`src/source/icache_pkg.sv`:
```
package icache_pkg;

    // fetch address split into tag, index and byte offset
    localparam int ADDR_W  = 16;
    localparam int WORD_W  = 32;
    localparam int INDEX_W = 4;
    localparam int LINES   = 16;
    localparam int TAG_W   = 10;

    // event counter width
    localparam int CNT_W   = 16;

    // apb register space
    localparam int PADDR_W = 4;

    typedef logic [ADDR_W-1:0]  addr_t;
    typedef logic [WORD_W-1:0]  word_t;
    typedef logic [TAG_W-1:0]   tag_t;
    typedef logic [INDEX_W-1:0] index_t;
    typedef logic [CNT_W-1:0]   count_t;
    typedef logic [PADDR_W-1:0] paddr_t;

    // ctrl bit 0 enable, bit 1 flush (write one, reads zero)
    localparam paddr_t REG_CTRL   = 4'h0;
    localparam paddr_t REG_HITS   = 4'h4;
    localparam paddr_t REG_MISSES = 4'h8;

    typedef enum logic [2:0] {
        IDLE,
        LOOKUP,
        REFILL,
        RESPOND,
        FLUSH
    } cache_state_t;

endpackage

```
`src/source/icache_array.sv`:
```
`timescale 1ns/1ns

module icache_array (
    input  logic                  clk,
    input  logic                  rst,
    input  icache_pkg::index_t    rd_index,
    output logic                  rd_valid,
    output icache_pkg::tag_t      rd_tag,
    output icache_pkg::word_t     rd_data,
    input  logic                  fill_en,
    input  icache_pkg::index_t    fill_index,
    input  icache_pkg::tag_t      fill_tag,
    input  icache_pkg::word_t     fill_data,
    input  logic                  inval_all
);

    icache_pkg::tag_t  tag_mem  [icache_pkg::LINES];
    icache_pkg::word_t data_mem [icache_pkg::LINES];
    logic [icache_pkg::LINES-1:0] valid_bits;

    // line storage, written only on refill
    always_ff @(posedge clk)
    begin
        if (fill_en)
        begin
            tag_mem[fill_index]  <= fill_tag;
            data_mem[fill_index] <= fill_data;
        end
    end

    // synchronous read port
    always_ff @(posedge clk)
    begin
        rd_tag  <= tag_mem[rd_index];
        rd_data <= data_mem[rd_index];
    end

    always_ff @(posedge clk)
    begin
        if (rst)
        begin
            valid_bits <= '0;
            rd_valid   <= 1'b0;
        end
        else
        begin
            rd_valid <= valid_bits[rd_index];
            // flush wins over a fill in the same cycle
            if (inval_all)
            begin
                valid_bits <= '0;
            end
            else if (fill_en)
            begin
                valid_bits[fill_index] <= 1'b1;
            end
        end
    end

endmodule

```
`src/source/icache_core.sv`:
```
`timescale 1ns/1ns

module icache_core (
    input  logic                  clk,
    input  logic                  rst,
    input  icache_pkg::addr_t     cpu_req_addr,
    input  logic                  cpu_req_valid,
    output icache_pkg::word_t     cpu_req_data,
    output logic                  cpu_req_ready,
    output icache_pkg::addr_t     mem_req_addr,
    output logic                  mem_req_valid,
    input  icache_pkg::word_t     mem_rdata,
    input  logic                  mem_req_ready,
    input  logic                  cache_enable,
    input  logic                  flush_req,
    output logic                  hit_event,
    output logic                  miss_event,
    output icache_pkg::index_t    rd_index,
    input  logic                  rd_valid,
    input  icache_pkg::tag_t      rd_tag,
    input  icache_pkg::word_t     rd_data,
    output logic                  fill_en,
    output icache_pkg::index_t    fill_index,
    output icache_pkg::tag_t      fill_tag,
    output icache_pkg::word_t     fill_data,
    output logic                  inval_all
);

    icache_pkg::cache_state_t state;
    icache_pkg::cache_state_t state_next;

    icache_pkg::addr_t req_addr;
    icache_pkg::tag_t  req_tag;
    icache_pkg::word_t resp_data;
    logic              bypass;
    logic              flush_pending;
    logic              go_flush;
    logic              accept;
    logic              hit;

    // field positions inside the byte address
    localparam int TAG_LSB   = icache_pkg::ADDR_W - icache_pkg::TAG_W;
    localparam int INDEX_LSB = TAG_LSB - icache_pkg::INDEX_W;

    assign req_tag  = req_addr[icache_pkg::ADDR_W-1:TAG_LSB];
    assign rd_index = cpu_req_addr[TAG_LSB-1:INDEX_LSB];

    assign go_flush = flush_pending || flush_req;
    assign accept   = (state == icache_pkg::IDLE) && cpu_req_valid && !go_flush;
    assign hit      = rd_valid && (rd_tag == req_tag);

    always_comb
    begin
        state_next = state;
        case (state)
            icache_pkg::IDLE:
            begin
                if (go_flush)
                begin
                    state_next = icache_pkg::FLUSH;
                end
                else if (cpu_req_valid)
                begin
                    // disabled cache goes straight to memory
                    state_next = cache_enable ? icache_pkg::LOOKUP : icache_pkg::REFILL;
                end
            end
            icache_pkg::LOOKUP:
            begin
                state_next = hit ? icache_pkg::IDLE : icache_pkg::REFILL;
            end
            icache_pkg::REFILL:
            begin
                if (mem_req_ready)
                begin
                    state_next = icache_pkg::RESPOND;
                end
            end
            icache_pkg::RESPOND:
            begin
                state_next = icache_pkg::IDLE;
            end
            icache_pkg::FLUSH:
            begin
                state_next = icache_pkg::IDLE;
            end
            default:
            begin
                state_next = icache_pkg::IDLE;
            end
        endcase
    end

    always_ff @(posedge clk)
    begin
        if (rst)
        begin
            state         <= icache_pkg::IDLE;
            flush_pending <= 1'b0;
            bypass        <= 1'b0;
        end
        else
        begin
            state <= state_next;
            // a new flush request keeps the flag set for another pass
            if (flush_req)
            begin
                flush_pending <= 1'b1;
            end
            else if (state == icache_pkg::FLUSH)
            begin
                flush_pending <= 1'b0;
            end
            if (accept)
            begin
                bypass <= !cache_enable;
            end
        end
    end

    // request address and returned word
    always_ff @(posedge clk)
    begin
        if (accept)
        begin
            req_addr <= cpu_req_addr;
        end
        if ((state == icache_pkg::REFILL) && mem_req_ready)
        begin
            resp_data <= mem_rdata;
        end
    end

    assign mem_req_valid = (state == icache_pkg::REFILL);
    assign mem_req_addr  = {req_addr[icache_pkg::ADDR_W-1:INDEX_LSB], {INDEX_LSB{1'b0}}};

    // fetches accepted in bypass never fill
    assign fill_en    = (state == icache_pkg::REFILL) && mem_req_ready && !bypass;
    assign fill_index = req_addr[TAG_LSB-1:INDEX_LSB];
    assign fill_tag   = req_tag;
    assign fill_data  = mem_rdata;

    assign inval_all = (state == icache_pkg::FLUSH);

    assign cpu_req_ready = ((state == icache_pkg::LOOKUP) && hit) ||
                           (state == icache_pkg::RESPOND);
    assign cpu_req_data  = (state == icache_pkg::LOOKUP) ? rd_data : resp_data;

    assign hit_event  = (state == icache_pkg::LOOKUP) && hit;
    assign miss_event = (state == icache_pkg::RESPOND) && !bypass;

endmodule

```
`src/source/icache_regs.sv`:
```
`timescale 1ns/1ns

module icache_regs (
    input  logic                  clk,
    input  logic                  rst,
    input  logic                  psel,
    input  logic                  penable,
    input  logic                  pwrite,
    input  icache_pkg::paddr_t    paddr,
    input  icache_pkg::word_t     pwdata,
    output icache_pkg::word_t     prdata,
    output logic                  pready,
    output logic                  pslverr,
    output logic                  cache_enable,
    output logic                  flush_req,
    input  logic                  hit_event,
    input  logic                  miss_event
);

    icache_pkg::count_t hit_count;
    icache_pkg::count_t miss_count;
    logic               access;
    logic               wr_en;
    logic               addr_ok;

    assign access  = psel && penable;
    assign wr_en   = access && pwrite;
    assign addr_ok = (paddr == icache_pkg::REG_CTRL) ||
                     (paddr == icache_pkg::REG_HITS) ||
                     (paddr == icache_pkg::REG_MISSES);

    // zero wait states
    assign pready  = 1'b1;
    assign pslverr = access && !addr_ok;

    always_ff @(posedge clk)
    begin
        if (rst)
        begin
            cache_enable <= 1'b0;
            flush_req    <= 1'b0;
        end
        else
        begin
            flush_req <= 1'b0;
            if (wr_en && (paddr == icache_pkg::REG_CTRL))
            begin
                cache_enable <= pwdata[0];
                flush_req    <= pwdata[1];
            end
        end
    end

    // counters saturate and any write clears them
    always_ff @(posedge clk)
    begin
        if (rst)
        begin
            hit_count  <= '0;
            miss_count <= '0;
        end
        else
        begin
            if (wr_en && (paddr == icache_pkg::REG_HITS))
            begin
                hit_count <= '0;
            end
            else if (hit_event && (hit_count != '1))
            begin
                hit_count <= hit_count + 1'b1;
            end
            if (wr_en && (paddr == icache_pkg::REG_MISSES))
            begin
                miss_count <= '0;
            end
            else if (miss_event && (miss_count != '1))
            begin
                miss_count <= miss_count + 1'b1;
            end
        end
    end

    always_comb
    begin
        prdata = '0;
        case (paddr)
            icache_pkg::REG_CTRL:   prdata = icache_pkg::word_t'(cache_enable);
            icache_pkg::REG_HITS:   prdata = icache_pkg::word_t'(hit_count);
            icache_pkg::REG_MISSES: prdata = icache_pkg::word_t'(miss_count);
            default:                prdata = '0;
        endcase
    end

endmodule

```
`src/source/icache_top.sv`:
```
`timescale 1ns/1ns

module icache_top (
    input  logic                  clk,
    input  logic                  rst,
    input  icache_pkg::addr_t     cpu_req_addr,
    input  logic                  cpu_req_valid,
    output icache_pkg::word_t     cpu_req_data,
    output logic                  cpu_req_ready,
    output icache_pkg::addr_t     mem_req_addr,
    output logic                  mem_req_valid,
    input  icache_pkg::word_t     mem_rdata,
    input  logic                  mem_req_ready,
    input  logic                  psel,
    input  logic                  penable,
    input  logic                  pwrite,
    input  icache_pkg::paddr_t    paddr,
    input  icache_pkg::word_t     pwdata,
    output icache_pkg::word_t     prdata,
    output logic                  pready,
    output logic                  pslverr
);

    logic               cache_enable;
    logic               flush_req;
    logic               hit_event;
    logic               miss_event;
    icache_pkg::index_t rd_index;
    logic               rd_valid;
    icache_pkg::tag_t   rd_tag;
    icache_pkg::word_t  rd_data;
    logic               fill_en;
    icache_pkg::index_t fill_index;
    icache_pkg::tag_t   fill_tag;
    icache_pkg::word_t  fill_data;
    logic               inval_all;

    icache_core u_core (
        .clk           (clk),
        .rst           (rst),
        .cpu_req_addr  (cpu_req_addr),
        .cpu_req_valid (cpu_req_valid),
        .cpu_req_data  (cpu_req_data),
        .cpu_req_ready (cpu_req_ready),
        .mem_req_addr  (mem_req_addr),
        .mem_req_valid (mem_req_valid),
        .mem_rdata     (mem_rdata),
        .mem_req_ready (mem_req_ready),
        .cache_enable  (cache_enable),
        .flush_req     (flush_req),
        .hit_event     (hit_event),
        .miss_event    (miss_event),
        .rd_index      (rd_index),
        .rd_valid      (rd_valid),
        .rd_tag        (rd_tag),
        .rd_data       (rd_data),
        .fill_en       (fill_en),
        .fill_index    (fill_index),
        .fill_tag      (fill_tag),
        .fill_data     (fill_data),
        .inval_all     (inval_all)
    );

    icache_array u_array (
        .clk        (clk),
        .rst        (rst),
        .rd_index   (rd_index),
        .rd_valid   (rd_valid),
        .rd_tag     (rd_tag),
        .rd_data    (rd_data),
        .fill_en    (fill_en),
        .fill_index (fill_index),
        .fill_tag   (fill_tag),
        .fill_data  (fill_data),
        .inval_all  (inval_all)
    );

    icache_regs u_regs (
        .clk          (clk),
        .rst          (rst),
        .psel         (psel),
        .penable      (penable),
        .pwrite       (pwrite),
        .paddr        (paddr),
        .pwdata       (pwdata),
        .prdata       (prdata),
        .pready       (pready),
        .pslverr      (pslverr),
        .cache_enable (cache_enable),
        .flush_req    (flush_req),
        .hit_event    (hit_event),
        .miss_event   (miss_event)
    );

endmodule
```
`config.mk`:
```
export PLATFORM = sky130hd
export DESIGN_NAME = icache_top
export DESIGN_NICKNAME = d
export VERILOG_FILES = /design/src/source/icache_pkg.sv /design/src/source/icache_array.sv /design/src/source/icache_core.sv /design/src/source/icache_regs.sv /design/src/source/icache_top.sv
export SDC_FILE = /design/constraint.sdc
export NUM_CORES = 1
export LEC_CHECK = 0
export BUFFER_PORTS_ARGS = -buffer_cell sky130_fd_sc_hd__buf_4
export CAP_MARGIN = 40
export CORE_MARGIN = 4
export CORE_UTILIZATION = 30
export DETAILED_ROUTE_END_ITERATION = 8
export SLEW_MARGIN = 20
export SYNTH_ARGS = -nofsm -noshare
export SYNTH_HDL_FRONTEND = slang
export SYNTH_SLANG_ARGS = --single-unit
```
`constraint.sdc`:
```
create_clock -name clk -period 6.3 [get_ports clk]
set_clock_uncertainty 0.1 [all_clocks]
set_input_delay 0.63 -clock clk [delete_from_list [all_inputs] [get_ports clk]]
set_output_delay 0.63 -clock clk [all_outputs]
set_load 0.05 [all_outputs]
```
After elaboration in Yosys (flattened, before gate mapping)
Memories as Yosys holds them, arrays and structs flattened. A register that Yosys moved wholly into a read port is not among the register bits.
Index checks and enable logic that the tools add are counted.
- register bits after elaboration: 104
- RAM bits: 672
- bits of input ports: 91
- output and inout bits: 84
- word-level logic and storage cells: 79
- memories: 2
- memory list (name ; words ; width ; rd ports ; clocked after memory_dff ; write ports ; line ; text):
    u_array.data_mem ; 16 ; 32 ; 1 ; 1 ; 1 ; icache_array.sv:18 ; icache_pkg::word_t data_mem [icache_pkg::LINES];
    u_array.tag_mem ; 16 ; 10 ; 1 ; 1 ; 1 ; icache_array.sv:17 ; icache_pkg::tag_t tag_mem [icache_pkg::LINES];
- add/subtract/negate cells: 2
- $lt $le $gt $ge: 3
- equal/unequal tests: 11
- mux-type cells: 16
- bitwise logic cells: 2
- reduce and logical (&&, ||, !) cells: 32
- operators with widths (cell ; number):
    $pmux 16 s3 ; 1
    $add 16x1->16 const B ; 2
    $mux 32 ; 1
    $ne 16x16->1 const B ; 2
    $logic_and 1x1->1 ; 16
    $or 16x16->16 ; 1
    $eq 10x10->1 ; 1
    $lt 4x5->1 const B ; 2
    $mux 3 ; 3
    $pmux 3 s3 ; 1
    $reduce_or 2->1 ; 4
    $eq 3x2->1 const B ; 2
    $mux 1 ; 6
    $bmux 1 s4 ; 1
    $demux 1 s4 ; 1
    $eq 4x3->1 const B ; 1
    $eq 4x4->1 const B ; 1
    $ge 4x1->1 const B ; 1
    $logic_not 1->1 ; 4
    $logic_not 4->1 ; 1
    $logic_or 1x1->1 ; 4
    $mux 2 ; 2
    $eq 3x1->1 const B ; 1
    $eq 3x3->1 const B ; 1
    other kinds (6) ; 6

Longest topological paths before layout
- word-level depth: 5
- depth in mapped cells: 7
- mapped depth without buffers: 6

By module
Synthesis repeated with hierarchy kept, for this count alone.
- cell total of the unflattened synthesis: 1536
- area, all modules: 31360.1 sq um
- by module, submodules not included (module ; times used ; cells each ; area an instance (sq um) ; seq. area each (sq um)):
    icache_array ; 1 ; 1100 ; 26630.5 ; 21360.5
    icache_core ; 1 ; 183 ; 2587.5 ; 1481.4
    icache_regs ; 1 ; 253 ; 2142.1 ; 680.7

Worst setup path before layout
OpenSTA, ideal clock, no wires.
- kind: in2reg
- start: input mem_req_ready
- end: memory u_array.data_mem[0][0] (netlist bit), enable pin
- library setup time: 0.496 ns
- arrival time: 4.574 ns
- required time: 5.704 ns
- slack: 1.130 ns
- stages on the path: 4
- path through: nand2b_1 > nor4b_1 > or3b_2 > nor3_1
- word-level cells in the longest chain between the ends: 4
- RTL lines (element ; line ; text):
    start: declaration ; icache_top.sv:13 ; input logic mem_req_ready,
    $logic_and 1x1->1 (2 in a row) ; icache_core.sv:138 ; assign fill_en = (state == icache_pkg::REFILL) && mem_req_ready && !bypass;
    $mux 1 ; icache_array.sv:24 ; if (fill_en)
    $mux 1 (not written as such) ; icache_array.sv:27 ; data_mem[fill_index] <= fill_data;
    end: declaration ; icache_array.sv:18 ;
Every way passes these cells.

Final worst setup path
- start: register u_core.req_addr[7]
- end: output cpu_req_ready
- word-level cells in the longest chain between the ends: 4
- RTL lines (element ; line ; text):
    start: declaration ; icache_core.sv:32 ; icache_pkg::addr_t req_addr;
    start signal: assignment ; icache_core.sv:126 ; req_addr <= cpu_req_addr;
    $eq 10x10->1 ; icache_core.sv:50 ; assign hit = rd_valid && (rd_tag == req_tag);
    $logic_and 1x1->1 ; icache_core.sv:50 ;
    $logic_and 1x1->1 ; icache_core.sv:145 ; assign cpu_req_ready = ((state == icache_pkg::LOOKUP) && hit) ||
    $logic_or 1x1->1 ; icache_core.sv:145 ;
    end: declaration ; icache_top.sv:9 ; output logic cpu_req_ready,
Every way passes these cells.

==> impl_metrics.env <==
export IMPL_initial_core_util_pct=30.2
export IMPL_wl_mm=68.4
export IMPL_h_tree_depth=3
export IMPL_p_leak_uw=0.0115
export IMPL_r2r_slack_ns=2.92
export IMPL_ir_drop_v=0.000240
export IMPL_p_per_area_nw_per_um2=314
export IMPL_met1Wirelength_mm=29.0
export IMPL_path_cells="xnor2_1 > nand4_1 > nor3_1 > nor2_1 > nor3b_1 > buf_4"
export IMPL_wl_per_cell_um=22.4
export IMPL_setup_viol_count_final=0
export IMPL_critPathMaxFanout=18
export IMPL_die_x_um=329
export IMPL_ant_nets=0
export IMPL_async_reset_ff_share_pct=0
export IMPL_routed_top_layer="met5"
export IMPL_ys_warn_count=0
export IMPL_cts_root_buf="clkbuf_16"
export IMPL_synth_area_top_cells="edfxtp_1, mux4_2, dfxtp_1, mux2_2, xnor2_1"
export IMPL_outcome="complete, no violations"
export IMPL_timing_fmax_ghz=0.273
export IMPL_seq_area_frac_synth_pct=76.3
export IMPL_crit_family="simple AND/OR/NAND/NOR gates"
export IMPL_yosysUniqueCellTypes=45
export IMPL_rsz0062_at_grt="false"
export IMPL_cpMaxStageDelayCell="edfxtp_1"
export IMPL_cp_slowest_stage_delay_ns=0.67
export IMPL_syn_area_per_cell_sq_um=21.7
export IMPL_track_usage_pct=12.5
export IMPL_synth_top_area_share_pct=70.0
export IMPL_worst_pin_slew_ns=0.975
export IMPL_min_period_ns=3.66
export IMPL_cts_resized=0
export IMPL_wl_met2_mm=33.7
export IMPL_wl_met3_mm=4.58
export IMPL_die_h_um=329
export IMPL_synth_flop_cell="edfxtp_1"
export IMPL_cts_hold_buf=0
export IMPL_slew_viol_final=0
export IMPL_ioPinCount=175
export IMPL_end_kind="primary output"
export IMPL_cp_required_ns=5.57
export IMPL_worstPathArrival_ns=2.93
export IMPL_maxCapViolations=0
export IMPL_cts_buffer_depth=3
export IMPL_yosys_area_top_type="edfxtp_1"
export IMPL_drtIter0Drc=1169
export IMPL_via_per_inst=4.81
export IMPL_synth_edf_count=718
export IMPL_port_buffers=123
export IMPL_tns_ns=0
export IMPL_hp_class="input pin to flop"
export IMPL_pre_cts_slack_ns=2.69
export IMPL_clock_sinks=816
export IMPL_grt_ovfl_total=0
export IMPL_antenna_found_initial=2
export IMPL_synthesis_area_sq_um=30800
export IMPL_routabilityCongestion=0.827
export IMPL_post_route_drc_count=0
export IMPL_ys_seq_elements=816
export IMPL_vias=14600
export IMPL_fin_crit_sh_pct=58.2
export IMPL_firstDrtPassIters=5
export IMPL_grt_pass1_vias=15100
export IMPL_core_area_sq_um=102000
export IMPL_rows=117
export IMPL_die_area_sq_um=108000
export IMPL_start_kind="flop"
export IMPL_syn_inst=1419
export IMPL_cp_buffers_inverters=1
export IMPL_finish_net_count=1702
export IMPL_worstSkewPairLatency_ns=0.62
export IMPL_fin_ws_ns=2.64
export IMPL_cts_tree="yes"
export IMPL_crit_type="flop to primary output"
export IMPL_slew_headroom_pct=35.0
export IMPL_drive_above_1_share_pct=32.8
export IMPL_clkSlewWorstSetupHoldPaths_ns=0.07
export IMPL_finalHoldViolCount=0
export IMPL_postCtsSetupBuffers=0
export IMPL_grt_max_degree=78
export IMPL_post_dp_hpwl_mm=39.6
export IMPL_cts_made_buffers=84
export IMPL_grt_pass1_wl_mm=100
export IMPL_areaGrowthSynthToFinish_pct=18.5
## registers in the layout (all words and copies together) (netlist names), 10 cells and up
register and flops:
u_core.resp_data 32, u_array.rd_tag 10, u_regs.hit_count 16, u_array.tag_mem 160, u_core.req_addr 14, u_array.valid_bits 16, u_array.data_mem 512, u_regs.miss_count 16
u_array.rd_data 32
## path summary, 6_finish.rpt
kind / from / end / depth (start not counted)
max: u_core.req_addr[7] / cpu_req_ready / 6
min reg2reg: u_array.valid_bits[10] / u_array.valid_bits[10] / 1
min: cpu_req_addr[15] / u_core.req_addr[15] / 1
max reg2reg: u_core.state[0] / u_array.data_mem[7][5] / 6
## per-stage QoR
step                utilization, %  cell area, sq um  total power, uW  std cells  hold WS, ns
detailed placement            33.2             33800             6820       2891        0.352
global placement              32.9             33500             6800       2878        0.341
finish                        35.8             36500            11500       3047       0.0747
global route                  35.8             36500            11900       3046       0.0346
floorplan                        -             30900             6560       1436        0.335
CTS                           35.8             36500            11600       3046       0.0209
## area by class of cell
type | instances | area [sq um]
Inverter | 10 | 37.5
Tap cell | 1368 | 1710
Sequential cell | 816 | 23500
Clock inverter | 29 | 297
Fill cell | 9348 | 65400
Timing Repair Buffer | 171 | 1520
Clock buffer | 126 | 2380
Multi-Input combinational cell | 526 | 7040
Antenna cell | 1 | 2.50
## power by group
group / switching, uW / total (uW) / leakage (uW) / internal, uW
logic: 402 / 655 / 0.00289 / 253
registers: 63.0 / 6040 / 0.00728 / 5980
clock network: 2020 / 4780 / 0.00129 / 2760
total: 2480 / 11500 / 0.0115 / 8990
## kinds of logic after synthesis
family / Yosys count / synth area share [%]
other: 2 / 0.0244
xor gates and xnor gates: 25 / 0.710
and+or+nand+nor: 143 / 2.48
AOI/OAI and AO/OA: 85 / 1.91
muxes: 252 / 17.0
adders and majority gates: 2 / 0.0812
DFF: 816 / 76.3
buffers and inverters: 94 / 1.43
## cell usage after synthesis, types with 12 or more instances
master and count:
o21a_1 16, or3_1 13, clkbuf_1 42, nand2_1 20, nand3_1 16, nor2_1 41, buf_2 12, buf_4 19
mux4_2 215, edfxtp_1 718, a21oi_1 22, dfxtp_1 98, xnor2_1 24, mux2_2 32, a22o_1 15, o21ai_0 12
## layer usage
layer / up-vias / track usage (%)
met1: 7780 / 16.8
met4: 2 / 2.72
met2: 499 / 20.8
met3: 82 / 2.83
met5: - / 0
li1: 6284 / -
## cells in the final DEF, fill, tap and decap left out, drive strengths merged, types with 19 or more instances in the layout
master / synthesis / routed
clkbuf: 42 / 126
dfxtp: 98 / 98
mux2: 32 / 32
a21oi: 22 / 22
xnor2: 24 / 24
clkinv: 0 / 25
buf: 42 / 171
nand2: 20 / 20
nor2: 41 / 41
edfxtp: 718 / 718
mux4: 215 / 215
conb: 2 / 19
No activity file was read; power rests on OpenSTA's default activity.
